==> config.mk <==
export PLATFORM = sky130hd
export DESIGN_NAME = rs_core_top
export DESIGN_NICKNAME = d
export VERILOG_FILES = /design/src/isa_pkg.sv /design/src/rs_pkg.sv /design/src/issue_if.sv /design/src/cdb_if.sv /design/src/fu_if.sv /design/src/instr_decode.sv /design/src/reservation_station.sv /design/src/alu_pipe.sv /design/src/result_bus.sv /design/src/rs_core_top.sv
export SDC_FILE = /design/constraint.sdc
export NUM_CORES = 1
export LEC_CHECK = 0
export ABC_CLOCK_PERIOD_IN_PS = 5550
export BUFFER_PORTS_ARGS = -buffer_cell sky130_fd_sc_hd__buf_4
export CAP_MARGIN = 30
export CORE_MARGIN = 4
export CORE_UTILIZATION = 45
export CTS_CLUSTER_DIAMETER = 30
export DETAILED_ROUTE_END_ITERATION = 7
export GPL_ROUTABILITY_DRIVEN = 0
export GPL_TIMING_DRIVEN = 0
export SYNTH_ARGS = -nofsm -noshare
export SYNTH_HDL_FRONTEND = slang
export SYNTH_SLANG_ARGS = --single-unit
==> constraint.sdc <==
create_clock -name in_clk -period 5.55 [get_ports in_clk]
set_clock_uncertainty 0.1 [all_clocks]
set_input_delay 1.3875 -clock in_clk [delete_from_list [all_inputs] [get_ports in_clk]]
set_output_delay 1.3875 -clock in_clk [all_outputs]
set_load 0.02 [all_outputs]
==> src/isa_pkg.sv <==
`default_nettype none

package isa_pkg;

  // datapath and register file size
  localparam int data_w = 16;
  localparam int reg_cnt = 8;

  typedef logic [$clog2(reg_cnt)-1:0] reg_idx_t;
  typedef logic [data_w-1:0] data_t;

  // alu opcodes, encoded in the top three instruction bits
  typedef enum logic [2:0] {
    OP_ADD,
    OP_SUB,
    OP_AND,
    OP_ORR,
    OP_EOR,
    OP_LSL,
    OP_LSR,
    OP_ADC
  } alu_op_t;

  typedef struct packed {
    logic n;
    logic z;
    logic c;
    logic v;
  } nzcv_t;

  // instruction field positions, bits 2..0 are unused
  localparam int op_msb = 15;
  localparam int op_lsb = 13;
  localparam int dst_msb = 12;
  localparam int dst_lsb = 10;
  localparam int src_a_msb = 9;
  localparam int src_a_lsb = 7;
  localparam int src_b_msb = 6;
  localparam int src_b_lsb = 4;
  localparam int set_flags_bit = 3;

endpackage

`default_nettype wire

==> src/rs_pkg.sv <==
`default_nettype none

package rs_pkg;

  // one result tag per instruction in flight
  localparam int tag_cnt = 8;

  typedef logic [$clog2(tag_cnt)-1:0] tag_t;

  // source operand, either a value or the tag it waits on
  typedef struct packed {
    logic ready;
    tag_t tag;
    isa_pkg::data_t value;
  } operand_t;

  // flags operand, same idea for nzcv
  typedef struct packed {
    logic ready;
    tag_t tag;
    isa_pkg::nzcv_t nzcv;
  } flag_operand_t;

  typedef enum logic [1:0] {
    ENT_FREE,
    ENT_WAIT,
    ENT_READY
  } entry_state_t;

  typedef struct packed {
    entry_state_t state;
    isa_pkg::alu_op_t op;
    operand_t opa;
    operand_t opb;
    flag_operand_t flags;
    logic needs_flags;
    logic set_flags;
    isa_pkg::reg_idx_t dst_reg;
    tag_t dst_tag;
  } rs_entry_t;

endpackage

`default_nettype wire

==> src/issue_if.sv <==
`timescale 1ns/1ns
`default_nettype none

// one renamed instruction from decode into the station
interface issue_if;
  import isa_pkg::*;
  import rs_pkg::*;

  logic valid;
  alu_op_t op;
  logic needs_flags;
  logic set_flags;
  operand_t opa;
  operand_t opb;
  flag_operand_t flags;
  reg_idx_t dst_reg;
  tag_t dst_tag;
  // level, no free station slot
  logic full;

  modport decode (
    output valid, op, needs_flags, set_flags, opa, opb, flags, dst_reg, dst_tag,
    input full
  );

  modport station (
    input valid, op, needs_flags, set_flags, opa, opb, flags, dst_reg, dst_tag,
    output full
  );

endinterface

`default_nettype wire

==> src/cdb_if.sv <==
`timescale 1ns/1ns
`default_nettype none

// common data bus, one completion per cycle
interface cdb_if;
  import isa_pkg::*;
  import rs_pkg::*;

  logic valid;
  tag_t tag;
  reg_idx_t dst_reg;
  data_t value;
  logic set_flags;
  nzcv_t nzcv;

  modport result (output valid, tag, dst_reg, value, set_flags, nzcv);

  // decode and station both snoop the bus
  modport listener (input valid, tag, dst_reg, value, set_flags, nzcv);

endinterface

`default_nettype wire

==> src/fu_if.sv <==
`timescale 1ns/1ns
`default_nettype none

// station to alu, no ready since the pipe takes one item every cycle
interface fu_if;
  import isa_pkg::*;
  import rs_pkg::*;

  logic start;
  alu_op_t op;
  data_t a;
  data_t b;
  logic carry_in;
  reg_idx_t dst_reg;
  tag_t dst_tag;
  logic set_flags;

  modport station (output start, op, a, b, carry_in, dst_reg, dst_tag, set_flags);

  modport alu (input start, op, a, b, carry_in, dst_reg, dst_tag, set_flags);

endinterface

`default_nettype wire

==> src/instr_decode.sv <==
`timescale 1ns/1ns
`default_nettype none

module instr_decode (
  input  logic in_clk,
  input  logic in_rst,
  input  logic in_instr_valid,
  input  logic [isa_pkg::data_w-1:0] in_instr,
  output logic out_stall,
  issue_if.decode issue,
  cdb_if.listener cdb
);
  import isa_pkg::*;
  import rs_pkg::*;

  // rename entry, pending means the newest value is still in flight
  typedef struct packed {
    logic pending;
    tag_t tag;
  } rename_t;

  data_t regs [reg_cnt];
  nzcv_t flag_reg;
  rename_t reg_map [reg_cnt];
  rename_t flag_map;
  logic [tag_cnt-1:0] tag_busy;

  alu_op_t op;
  reg_idx_t dst;
  reg_idx_t src_a;
  reg_idx_t src_b;
  logic set_flags;
  logic tag_found;
  tag_t new_tag;
  logic take;

  // register value, or the pending tag, with same-cycle cdb forwarding
  function automatic operand_t lookup(rename_t map, data_t rf_value, logic bus_valid,
                                      tag_t bus_tag, data_t bus_value);
    operand_t opnd;
    opnd.ready = 1'b1;
    opnd.tag = map.tag;
    opnd.value = rf_value;
    if (map.pending) begin
      if (bus_valid && bus_tag == map.tag) begin
        opnd.value = bus_value;
      end else begin
        opnd.ready = 1'b0;
      end
    end
    return opnd;
  endfunction

  assign op = alu_op_t'(in_instr[op_msb:op_lsb]);
  assign dst = in_instr[dst_msb:dst_lsb];
  assign src_a = in_instr[src_a_msb:src_a_lsb];
  assign src_b = in_instr[src_b_msb:src_b_lsb];
  assign set_flags = in_instr[set_flags_bit];

  // lowest free tag
  always_comb begin
    tag_found = 1'b0;
    new_tag = '0;
    for (int t = tag_cnt - 1; t >= 0; t--) begin
      if (!tag_busy[t]) begin
        tag_found = 1'b1;
        new_tag = tag_t'(t);
      end
    end
  end

  assign out_stall = issue.full | ~tag_found;
  assign take = in_instr_valid & ~issue.full & tag_found;

  assign issue.valid = take;
  assign issue.op = op;
  // only add-with-carry reads the flags
  assign issue.needs_flags = (op == OP_ADC);
  assign issue.set_flags = set_flags;
  assign issue.dst_reg = dst;
  assign issue.dst_tag = new_tag;

  always_comb begin
    issue.opa = lookup(reg_map[src_a], regs[src_a], cdb.valid, cdb.tag, cdb.value);
    issue.opb = lookup(reg_map[src_b], regs[src_b], cdb.valid, cdb.tag, cdb.value);
    issue.flags.ready = 1'b1;
    issue.flags.tag = flag_map.tag;
    issue.flags.nzcv = flag_reg;
    if (issue.needs_flags && flag_map.pending) begin
      if (cdb.valid && cdb.set_flags && cdb.tag == flag_map.tag) begin
        issue.flags.nzcv = cdb.nzcv;
      end else begin
        issue.flags.ready = 1'b0;
      end
    end
  end

  always_ff @(posedge in_clk) begin
    if (in_rst) begin
      for (int r = 0; r < reg_cnt; r++) begin
        regs[r] <= '0;
        reg_map[r] <= '0;
      end
      flag_reg <= '0;
      flag_map <= '0;
      tag_busy <= '0;
    end else begin
      // completion frees its tag, commits only if still the newest writer
      if (cdb.valid) begin
        tag_busy[cdb.tag] <= 1'b0;
        if (reg_map[cdb.dst_reg].pending && reg_map[cdb.dst_reg].tag == cdb.tag) begin
          regs[cdb.dst_reg] <= cdb.value;
          reg_map[cdb.dst_reg].pending <= 1'b0;
        end
        if (cdb.set_flags && flag_map.pending && flag_map.tag == cdb.tag) begin
          flag_reg <= cdb.nzcv;
          flag_map.pending <= 1'b0;
        end
      end
      // a new rename overrides a same-cycle clear
      if (take) begin
        tag_busy[new_tag] <= 1'b1;
        reg_map[dst] <= '{pending: 1'b1, tag: new_tag};
        if (set_flags) begin
          flag_map <= '{pending: 1'b1, tag: new_tag};
        end
      end
    end
  end

endmodule

`default_nettype wire

==> src/reservation_station.sv <==
`timescale 1ns/1ns
`default_nettype none

module reservation_station #(
  parameter int rs_size = 4
) (
  input  logic in_clk,
  input  logic in_rst,
  issue_if.station issue,
  cdb_if.listener cdb,
  fu_if.station fu
);
  import isa_pkg::*;
  import rs_pkg::*;

  localparam int idx_w = $clog2(rs_size);

  rs_entry_t entries [rs_size];
  rs_entry_t woken [rs_size];
  rs_entry_t new_entry;
  logic free_found;
  logic [idx_w-1:0] free_idx;
  logic sel_found;
  logic [idx_w-1:0] sel_idx;

  function automatic logic operands_ready(rs_entry_t e);
    return e.opa.ready && e.opb.ready && (e.flags.ready || !e.needs_flags);
  endfunction

  // capture a broadcast value for a waiting operand
  function automatic operand_t wake(operand_t opnd, logic bus_valid, tag_t bus_tag,
                                    data_t bus_value);
    operand_t res;
    res = opnd;
    if (bus_valid && !opnd.ready && opnd.tag == bus_tag) begin
      res.ready = 1'b1;
      res.value = bus_value;
    end
    return res;
  endfunction

  // next state of each entry after this cycle's broadcast
  always_comb begin
    for (int i = 0; i < rs_size; i++) begin
      woken[i] = entries[i];
      woken[i].opa = wake(entries[i].opa, cdb.valid, cdb.tag, cdb.value);
      woken[i].opb = wake(entries[i].opb, cdb.valid, cdb.tag, cdb.value);
      if (cdb.valid && cdb.set_flags && !entries[i].flags.ready &&
          entries[i].flags.tag == cdb.tag) begin
        woken[i].flags.ready = 1'b1;
        woken[i].flags.nzcv = cdb.nzcv;
      end
      if (entries[i].state == ENT_WAIT && operands_ready(woken[i])) begin
        woken[i].state = ENT_READY;
      end
    end
  end

  // lowest free slot and lowest ready entry
  always_comb begin
    free_found = 1'b0;
    free_idx = '0;
    sel_found = 1'b0;
    sel_idx = '0;
    for (int i = rs_size - 1; i >= 0; i--) begin
      if (entries[i].state == ENT_FREE) begin
        free_found = 1'b1;
        free_idx = idx_w'(i);
      end
      if (entries[i].state == ENT_READY) begin
        sel_found = 1'b1;
        sel_idx = idx_w'(i);
      end
    end
  end

  assign issue.full = ~free_found;

  always_comb begin
    new_entry.state = ENT_WAIT;
    new_entry.op = issue.op;
    new_entry.opa = issue.opa;
    new_entry.opb = issue.opb;
    new_entry.flags = issue.flags;
    new_entry.needs_flags = issue.needs_flags;
    new_entry.set_flags = issue.set_flags;
    new_entry.dst_reg = issue.dst_reg;
    new_entry.dst_tag = issue.dst_tag;
    // decode already forwarded, so this may be ready straight away
    if (operands_ready(new_entry)) begin
      new_entry.state = ENT_READY;
    end
  end

  // issue is combinational on the selected entry
  assign fu.start = sel_found;
  assign fu.op = entries[sel_idx].op;
  assign fu.a = entries[sel_idx].opa.value;
  assign fu.b = entries[sel_idx].opb.value;
  assign fu.carry_in = entries[sel_idx].needs_flags & entries[sel_idx].flags.nzcv.c;
  assign fu.dst_reg = entries[sel_idx].dst_reg;
  assign fu.dst_tag = entries[sel_idx].dst_tag;
  assign fu.set_flags = entries[sel_idx].set_flags;

  always_ff @(posedge in_clk) begin
    if (in_rst) begin
      for (int i = 0; i < rs_size; i++) begin
        entries[i].state <= ENT_FREE;
      end
    end else begin
      for (int i = 0; i < rs_size; i++) begin
        if (entries[i].state == ENT_WAIT) begin
          entries[i] <= woken[i];
        end
      end
      // selected entry leaves at the end of its issue cycle
      if (sel_found) begin
        entries[sel_idx].state <= ENT_FREE;
      end
      if (issue.valid) begin
        entries[free_idx] <= new_entry;
      end
    end
  end

endmodule

`default_nettype wire

==> src/alu_pipe.sv <==
`timescale 1ns/1ns
`default_nettype none

module alu_pipe (
  input  logic in_clk,
  input  logic in_rst,
  fu_if.alu fu,
  output logic res_valid,
  output isa_pkg::data_t res_value,
  output logic res_carry,
  output logic res_ovf,
  output isa_pkg::reg_idx_t res_reg,
  output rs_pkg::tag_t res_tag,
  output logic res_set_flags,
  output isa_pkg::alu_op_t res_op
);
  import isa_pkg::*;
  import rs_pkg::*;

  // stage 1 operand registers
  logic s1_valid;
  alu_op_t s1_op;
  data_t s1_a;
  data_t s1_b;
  logic s1_cin;
  reg_idx_t s1_reg;
  tag_t s1_tag;
  logic s1_set_flags;

  data_t value;
  logic carry;
  logic ovf;

  always_ff @(posedge in_clk) begin
    if (in_rst) begin
      s1_valid <= 1'b0;
    end else begin
      s1_valid <= fu.start;
    end
    s1_op <= fu.op;
    s1_a <= fu.a;
    s1_b <= fu.b;
    s1_cin <= fu.carry_in;
    s1_reg <= fu.dst_reg;
    s1_tag <= fu.dst_tag;
    s1_set_flags <= fu.set_flags;
  end

  // stage 2 compute
  always_comb begin
    logic [data_w:0] sum;
    data_t b_eff;
    logic cin_eff;
    // sub is a plus not b plus one, carry out means no borrow
    b_eff = (s1_op == OP_SUB) ? ~s1_b : s1_b;
    cin_eff = (s1_op == OP_SUB) ? 1'b1 : (s1_op == OP_ADC) & s1_cin;
    sum = {1'b0, s1_a} + {1'b0, b_eff} + {{data_w{1'b0}}, cin_eff};
    value = '0;
    carry = 1'b0;
    ovf = 1'b0;
    case (s1_op)
      OP_ADD, OP_SUB, OP_ADC: begin
        value = sum[data_w-1:0];
        carry = sum[data_w];
        // signed overflow, operands agree in sign but result does not
        ovf = (s1_a[data_w-1] == b_eff[data_w-1]) && (value[data_w-1] != s1_a[data_w-1]);
      end
      OP_AND: value = s1_a & s1_b;
      OP_ORR: value = s1_a | s1_b;
      OP_EOR: value = s1_a ^ s1_b;
      OP_LSL: value = s1_a << s1_b[3:0];
      OP_LSR: value = s1_a >> s1_b[3:0];
      default: value = '0;
    endcase
  end

  always_ff @(posedge in_clk) begin
    if (in_rst) begin
      res_valid <= 1'b0;
    end else begin
      res_valid <= s1_valid;
    end
    res_value <= value;
    res_carry <= carry;
    res_ovf <= ovf;
    res_reg <= s1_reg;
    res_tag <= s1_tag;
    res_set_flags <= s1_set_flags;
    res_op <= s1_op;
  end

endmodule

`default_nettype wire

==> src/result_bus.sv <==
`timescale 1ns/1ns
`default_nettype none

module result_bus (
  input  logic in_clk,
  input  logic in_rst,
  input  logic res_valid,
  input  isa_pkg::data_t res_value,
  input  logic res_carry,
  input  logic res_ovf,
  input  isa_pkg::reg_idx_t res_reg,
  input  rs_pkg::tag_t res_tag,
  input  logic res_set_flags,
  input  isa_pkg::alu_op_t res_op,
  cdb_if.result cdb,
  output logic out_wb_valid,
  output isa_pkg::reg_idx_t out_wb_reg,
  output isa_pkg::data_t out_wb_value,
  output logic out_wb_flags_valid,
  output isa_pkg::nzcv_t out_wb_flags
);
  import isa_pkg::*;
  import rs_pkg::*;

  nzcv_t flags;
  logic arith;
  logic wb_valid;
  tag_t wb_tag;
  reg_idx_t wb_reg;
  data_t wb_value;
  logic wb_set_flags;
  nzcv_t wb_flags;

  // c and v only mean something for add, sub and adc
  assign arith = (res_op == OP_ADD) || (res_op == OP_SUB) || (res_op == OP_ADC);
  assign flags = '{n: res_value[data_w-1], z: (res_value == '0),
                   c: arith & res_carry, v: arith & res_ovf};

  always_ff @(posedge in_clk) begin
    if (in_rst) begin
      wb_valid <= 1'b0;
    end else begin
      wb_valid <= res_valid;
    end
    wb_tag <= res_tag;
    wb_reg <= res_reg;
    wb_value <= res_value;
    wb_set_flags <= res_set_flags;
    wb_flags <= flags;
  end

  // cdb and writeback ports share the one register
  assign cdb.valid = wb_valid;
  assign cdb.tag = wb_tag;
  assign cdb.dst_reg = wb_reg;
  assign cdb.value = wb_value;
  assign cdb.set_flags = wb_set_flags;
  assign cdb.nzcv = wb_flags;

  assign out_wb_valid = wb_valid;
  assign out_wb_reg = wb_reg;
  assign out_wb_value = wb_value;
  assign out_wb_flags_valid = wb_valid & wb_set_flags;
  assign out_wb_flags = wb_flags;

endmodule

`default_nettype wire

==> src/rs_core_top.sv <==
`timescale 1ns/1ns
`default_nettype none

module rs_core_top #(
  parameter int rs_size = 4
) (
  input  logic in_clk,
  input  logic in_rst,
  input  logic in_instr_valid,
  input  logic [isa_pkg::data_w-1:0] in_instr,
  output logic out_stall,
  output logic out_wb_valid,
  output isa_pkg::reg_idx_t out_wb_reg,
  output isa_pkg::data_t out_wb_value,
  output logic out_wb_flags_valid,
  output isa_pkg::nzcv_t out_wb_flags
);
  import isa_pkg::*;
  import rs_pkg::*;

  issue_if issue_bus ();
  cdb_if cdb_bus ();
  fu_if fu_bus ();

  // alu result into the result stage
  logic res_valid;
  data_t res_value;
  logic res_carry;
  logic res_ovf;
  reg_idx_t res_reg;
  tag_t res_tag;
  logic res_set_flags;
  alu_op_t res_op;

  instr_decode instr_decode_inst (
    .in_clk(in_clk),
    .in_rst(in_rst),
    .in_instr_valid(in_instr_valid),
    .in_instr(in_instr),
    .out_stall(out_stall),
    .issue(issue_bus.decode),
    .cdb(cdb_bus.listener)
  );

  reservation_station #(
    .rs_size(rs_size)
  ) reservation_station_inst (
    .in_clk(in_clk),
    .in_rst(in_rst),
    .issue(issue_bus.station),
    .cdb(cdb_bus.listener),
    .fu(fu_bus.station)
  );

  alu_pipe alu_pipe_inst (
    .in_clk(in_clk),
    .in_rst(in_rst),
    .fu(fu_bus.alu),
    .res_valid(res_valid),
    .res_value(res_value),
    .res_carry(res_carry),
    .res_ovf(res_ovf),
    .res_reg(res_reg),
    .res_tag(res_tag),
    .res_set_flags(res_set_flags),
    .res_op(res_op)
  );

  result_bus result_bus_inst (
    .in_clk(in_clk),
    .in_rst(in_rst),
    .res_valid(res_valid),
    .res_value(res_value),
    .res_carry(res_carry),
    .res_ovf(res_ovf),
    .res_reg(res_reg),
    .res_tag(res_tag),
    .res_set_flags(res_set_flags),
    .res_op(res_op),
    .cdb(cdb_bus.result),
    .out_wb_valid(out_wb_valid),
    .out_wb_reg(out_wb_reg),
    .out_wb_value(out_wb_value),
    .out_wb_flags_valid(out_wb_flags_valid),
    .out_wb_flags(out_wb_flags)
  );

endmodule

`default_nettype wire

Word level (Yosys, flattened, before mapping)
Memory sizes are Yosys's and may differ from the RTL's. A register that Yosys moved wholly into a read port is not among the register bits.
Index checks and enable logic that the tools add are counted.
{"block": "op_classes", "reduce_logical": 86, "div_mod_pow": 0, "add_sub_neg": 2, "mux": 124, "order_cmp": 4, "bitwise": 21, "eq_ne": 37, "n_shift": 2, "multipliers": 0}
{"cell": "$mux W16", "count": 14}
{"cell": "$pmux W16 S6", "count": 1}
{"cell": "$mux W1", "count": 65}
{"cell": "$eq A3 B3 Y1", "count": 17}
{"cell": "$logic_and A1 B1 Y1", "count": 49}
{"cell": "$mux W4", "count": 10}
{"cell": "$mux W2", "count": 18}
{"cell": "$mux W3", "count": 11}
{"cell": "$mux W8", "count": 3}
{"cell": "$eq A3 B3 Y1 const B", "count": 6}
{"cell": "$add A16 B16 Y17", "count": 1}
{"cell": "$add A17 B1 Y17", "count": 1}
{"cell": "$logic_not A1 Y1", "count": 17}
{"cell": "$and A16 B16 Y16", "count": 1}
{"cell": "$logic_not A16 Y1", "count": 1}
{"cell": "$not A16 Y16", "count": 1}
{"cell": "$or A16 B16 Y16", "count": 1}
{"cell": "$reduce_or A16 Y1", "count": 1}
{"cell": "$shl A16 B4 Y16", "count": 1}
{"cell": "$shr A16 B4 Y16", "count": 1}
{"cell": "$xor A16 B16 Y16", "count": 1}
{"cell": "$and A8 B8 Y8", "count": 1}
{"cell": "$eq A2 B1 Y1 const B", "count": 4}
{"cell": "$eq A2 B2 Y1 const B", "count": 4}
{"cell": "18 further kinds", "count": 46}
{"block": "totals", "word_cells": 311, "mem_count": 3, "output_inout_bits": 26, "romBits": 0, "latch_bits": 0, "regBits": 117, "mem_bits_rw": 404, "input_bits": 19}
{"memory": "reservation_station_inst.entries", "words": 4, "width": 61, "rd": 5, "rd_clocked_by_memory_dff": 0, "write_ports": 6, "line_no": "reservation_station.sv:18", "text": "rs_entry_t entries [rs_size];"}
{"memory": "instr_decode_inst.regs", "words": 8, "width": 16, "rd": 2, "rd_clocked_by_memory_dff": 0, "write_ports": 8, "line_no": "instr_decode.sv:22", "text": "data_t regs [reg_cnt];"}
{"memory": "instr_decode_inst.reg_map", "words": 8, "width": 4, "rd": 3, "rd_clocked_by_memory_dff": 1, "write_ports": 8, "line_no": "instr_decode.sv:24", "text": "rename_t reg_map [reg_cnt];"}

Depth between registers and ports, before layout
{"block": "logic_depth", "word_depth": 14, "ltp_mapped": 14, "mapped_depth_nobuf": 12}

By module
A second synthesis with hierarchy kept.
{"block": "unflattened", "hier_cells": 2042, "area_unflattened_um2": 26638.0}
{"module": "instr_decode", "area_per_inst_um2": 10508.8, "cells_per_inst": 735, "n_inst": 1, "seq_area_each_um2": 5044.8}
{"module": "reservation_station", "area_per_inst_um2": 10423.7, "cells_per_inst": 737, "n_inst": 1, "seq_area_each_um2": 6966.7}
{"module": "alu_pipe", "area_per_inst_um2": 4904.7, "cells_per_inst": 507, "n_inst": 1, "seq_area_each_um2": 1461.4}
{"module": "result_bus", "area_per_inst_um2": 800.8, "cells_per_inst": 63, "n_inst": 1, "seq_area_each_um2": 540.5}

Least setup slack after synthesis
Ideal clock, no wire load.
{"block": "synth_path", "path_kind": "input-to-reg", "from": "input in_rst", "to": "memory reservation_station_inst.entries[2][36] in the netlist's numbering (enable)", "path_slack_ns": 1.356, "arrival_ns": 3.658, "required_time_ns": 5.014, "path_stages": 4, "n_path_buf": 1, "cell_sequence": "clkbuf_1 > nor2_1 > nand2_1 > o41ai_1"}
{"element": "start, declared", "line_no": "rs_core_top.sv:8", "text": "input logic in_rst,"}
{"element": "end, declared", "line_no": "reservation_station.sv:18"}

Worst setup path after layout
{"block": "layout_path", "from": "register alu_pipe_inst.s1_op[0], read port of reservation_station_inst.entries", "to": "register alu_pipe_inst.res_carry"}
{"block": "layout_between", "elab_chain_len": 4}
{"element": "start, declared", "line_no": "alu_pipe.sv:22", "text": "alu_op_t s1_op;"}
{"element": "$eq A3 B1 Y1 or $eq A3 B3 Y1 (tied branches)", "line_no": "alu_pipe.sv:55, alu_pipe.sv:56, alu_pipe.sv:61"}
{"element": "$mux W16 or $and A1 B1 Y1 (tied branches)", "line_no": "alu_pipe.sv:55, alu_pipe.sv:56"}
{"element": "$add A16 B16 Y17 or $mux W1 (tied branches)", "line_no": "alu_pipe.sv:57, alu_pipe.sv:56"}
{"element": "$add A17 B1 Y17", "line_no": "alu_pipe.sv:57", "text": "sum = {1'b0, s1_a} + {1'b0, b_eff} + {{data_w{1'b0}}, cin_eff};"}
{"element": "end signal, assigned", "line_no": "alu_pipe.sv:84", "text": "res_carry <= carry;"}
{"element": "end, declared", "line_no": "alu_pipe.sv:10", "text": "output logic res_carry,"}
Several ways; a longest one is shown, not always the timed one.
A chain may end at the register's enable or synchronous reset.

==> reports/metrics.cfg <==
[status]
status = finished clean

[yosys]
synth_async_sr_flop_share_pct = 0
ys_warn_count = 0
post_synth.cell_area_avg_sq_um = 12.69
synth_edf_count = 384
synth_area_sq_um = 25250
synth-seq-area-share_pct = 55.27
ys_seq_elements = 505
ys.flop_type = edfxtp_1
syn-instance-count = 1990
syn-num-nets = 2059
synthDistinctLibCells = 81

[detailed_routing]
dr.pass1.iters = 6
drt_iter0_markers = 1851
final_antenna_net_count = 0
wirelength_mm = 73.84
vias = 17893
routed_via_density = 5.996
drc = 0
wl_per_cell_microns = 24.74

[critical_path]
worstSetupPathType = reg -> reg
reg2reg_from = alu_pipe_inst.s1_op[0]$_DFF_P_
r2r-end = alu_pipe_inst.res_carry$_SDFF_PN0_
r2r_slack_ns = 0.40
worstPathMaxFanout = 10
endpoint_kind = flop
worst_ep_required_time_ns = 5.89
cp.arrival_ns = 5.49
reg2regPathDepth = 14
start_kind = flop

[placed_design]
pre_cts_slack_ns = 0.1770
dp_hpwl_mm = 53.26
io_buffers = 36

[clock_network]
cts.sinks = 505
cts.htree.levels = 3
cts_buffers = 103
clock-root-buffer = clkbuf_16
tritoncts = yes
postCtsSetupRepairBufs = 0
clock_path_buffers = 3
clk-insertion-delay-late_ns = 0.65
clkTransAtPathRegs_ns = 0.05

[global_routing]
grt_pass1_vias = 18263
grt-ovfl-total = 0
track_usage_pct = 24.63
grt_first_pass_wirelength_mm = 113.4
antenna_found_initial = 0
grt_max_degree = 20

[cells_and_area]
largest_reg_flops = 232
antennaDiodeCount = 0
final_cell_mix = edfxtp_1, and2_1, nand2_1
area_delta_synth_final_pct = 20.67
drive_gt1_share_pct = 19.99
reg_top3 = reservation_station_inst.entries (232), instr_decode_inst.regs (128), instr_decode_inst.reg_map (32)
final_common_cell = edfxtp_1
regMostFlops = reservation_station_inst.entries
final_util_pct = 55.08
nets = 2216

[sta]
fin_crit_ns = 5.151
tightestPinTransition_ns = 1.025
max_freq_mhz = 194.1
drv_slew = 0
rsz0062_at_grt = false
setup_viol = 0
worst_slack_ns = 0.3990
fin_crit_sh_pct = 92.81
max_slew_margin_pct = 31.02
hold_viol_final = 0

[min_path]
hold_path_depth = 0
holdCritPathClass = reg -> reg
min-delay-start = alu_pipe_inst.res_reg[1]$_DFF_P_
hold-path-endpoint = result_bus_inst.cdb.dst_reg[1]$_DFF_P_

[power]
fin_total_pwr_uw = 15330
p_leak_uw = 0.01131
ir_worst_vdd_v = 0.0002768
p_per_area_nw_per_um2 = 503.2

[floorplanning]
die_area_sq_um = 59960
rows = 86
core_area_sq_um = 55310
start_util_pct = 45.65
die_h_microns = 244.9
die_x_microns = 244.9
num_io_pins = 45

[flow_run]
max-cap-violations = 0

[cell usage after synthesis, types with 4 or more instances]
master    number  area share (%)
a221oi_1      14            0.49
a41oi_1       10            0.35
nand2b_1      38            0.94
xnor2_1       65             2.3
o22ai_1       19            0.47
nor2b_1       16            0.40
buf_2         17            0.34
ha_1          48             2.4
nand4_1       12            0.30
a21oi_1       58             1.1
a21o_1        16            0.48
o21ai_0       60             1.2
a222oi_1      45             1.8
buf_1         17            0.25
nand2_1      133             2.0
a22o_1        97             3.4
or3_1          8            0.20
nand3_1       24            0.48
o31ai_1       20            0.59
dfxtp_1      121             9.6
inv_1         68             1.0
mux2i_1       46             1.8
o41ai_1        4            0.14
clkbuf_1     110             1.6
or2_2         13            0.32
nor4_1         7            0.17
nor3_1        17            0.34
a221o_1        5            0.20
edfxtp_1     384              46
mux4_2        85             7.6
mux2_2        69             3.1
o21ai_1        4           0.079
and2_1       139             3.4
a211oi_1      14            0.42
nor2_1        84             1.2
xor2_1        13            0.45
or4_1          5            0.15
[logic make-up (layout without fill, tap and decap cells)]
logic type	Yosys count	count (layout)	synth area share (%)
AND/OR/NAND/NOR	521	521	11.11
flip-flops	505	505	55.27
AO/OA/AOI/OAI	412	412	12.25
buffers and inverters	223	469	3.543
multiplexers	201	201	12.59
XOR/XNOR	78	78	2.706
adder cells (fa/ha/maj)	50	50	2.537
[routing by layer]
metal  vias up  GRT usage [%]  part of all wire [%]
met5         -              0                     0
met4         0          9.095                   3.1
met3       168          4.468                   7.3
met2       846          39.51                    47
met1      8925          33.76                    43
li1       7954              -                     -
[timing repair]
item	4_1_cts	5_1_grt
hold buffers	0	0
endpoints found under the setup margin	0	3
resized for setup	0	2
[layout make-up]
type | instances | area [sq um]
buffer | 152 | 629.4
clock buffer | 124 | 2790
clock inverter | 70 | 867.1
fill | 4570 | 24840
inverter | 71 | 266.5
multi-input combinational | 1262 | 10490
sequential | 505 | 13950
tap | 748 | 935.9
timing repair buffer | 52 | 530.5
[worst max-delay path by stage]
| stage | start | end | slack (ns) | depth (start not counted) |
|---|---|---|---|---|
| floorplan | in_rst | reservation_station_inst.entries[2][36]$_DFFE_PP_ | 1.36 | 4 |
| global placement | in_rst | reservation_station_inst.entries[3][26]$_DFFE_PP_ | -0.32 | 5 |
| detailed placement | alu_pipe_inst.s1_op[0]$_DFF_P_ | alu_pipe_inst.res_carry$_SDFF_PN0_ | 0.18 | 14 |
| CTS | alu_pipe_inst.s1_op[0]$_DFF_P_ | alu_pipe_inst.res_carry$_SDFF_PN0_ | 0.15 | 14 |
| global route | alu_pipe_inst.s1_op[0]$_DFF_P_ | alu_pipe_inst.res_carry$_SDFF_PN0_ | 0.09 | 14 |
| finish | alu_pipe_inst.s1_op[0]$_DFF_P_ | alu_pipe_inst.res_carry$_SDFF_PN0_ | 0.40 | 14 |
[power breakdown]
group	total (uW)	leakage [uW]	internal, uW	switching [uW]
clock	6370	0.00176	4220	2150
sequential	5020	0.00474	4550	473
combinational	3940	0.00481	1500	2440
total	15300	0.0113	10300	5060
[critical path: stages (launching register included)]
cell and delay, ns:
dfxtp_1 0.35, clkbuf_1 0.37, clkbuf_1 0.42, and2_1 0.19, clkbuf_1 0.49, clkbuf_2 0.47, xnor2_1 0.18, fa_1 0.43
a21o_1 0.21, a21oi_1 0.27, o21ai_0 0.29, a221oi_1 0.59, nor2_1 0.14, o2111ai_1 0.25, a21oi_1 0.20
[through the flow]
stage	std cells	hold slack, ns	TNS, ns	cell area [sq um]
CTS	2982	0.2230	0	30440
floorplan	1990	0.2096	0	25250
detailed placement	2788	0.2121	0	26780
global route	2984	0.2287	0	30470
finish	2984	0.2221	0	30470
global placement	2774	0.2108	-9.864	26450
(Power assumes the default switching activity.)
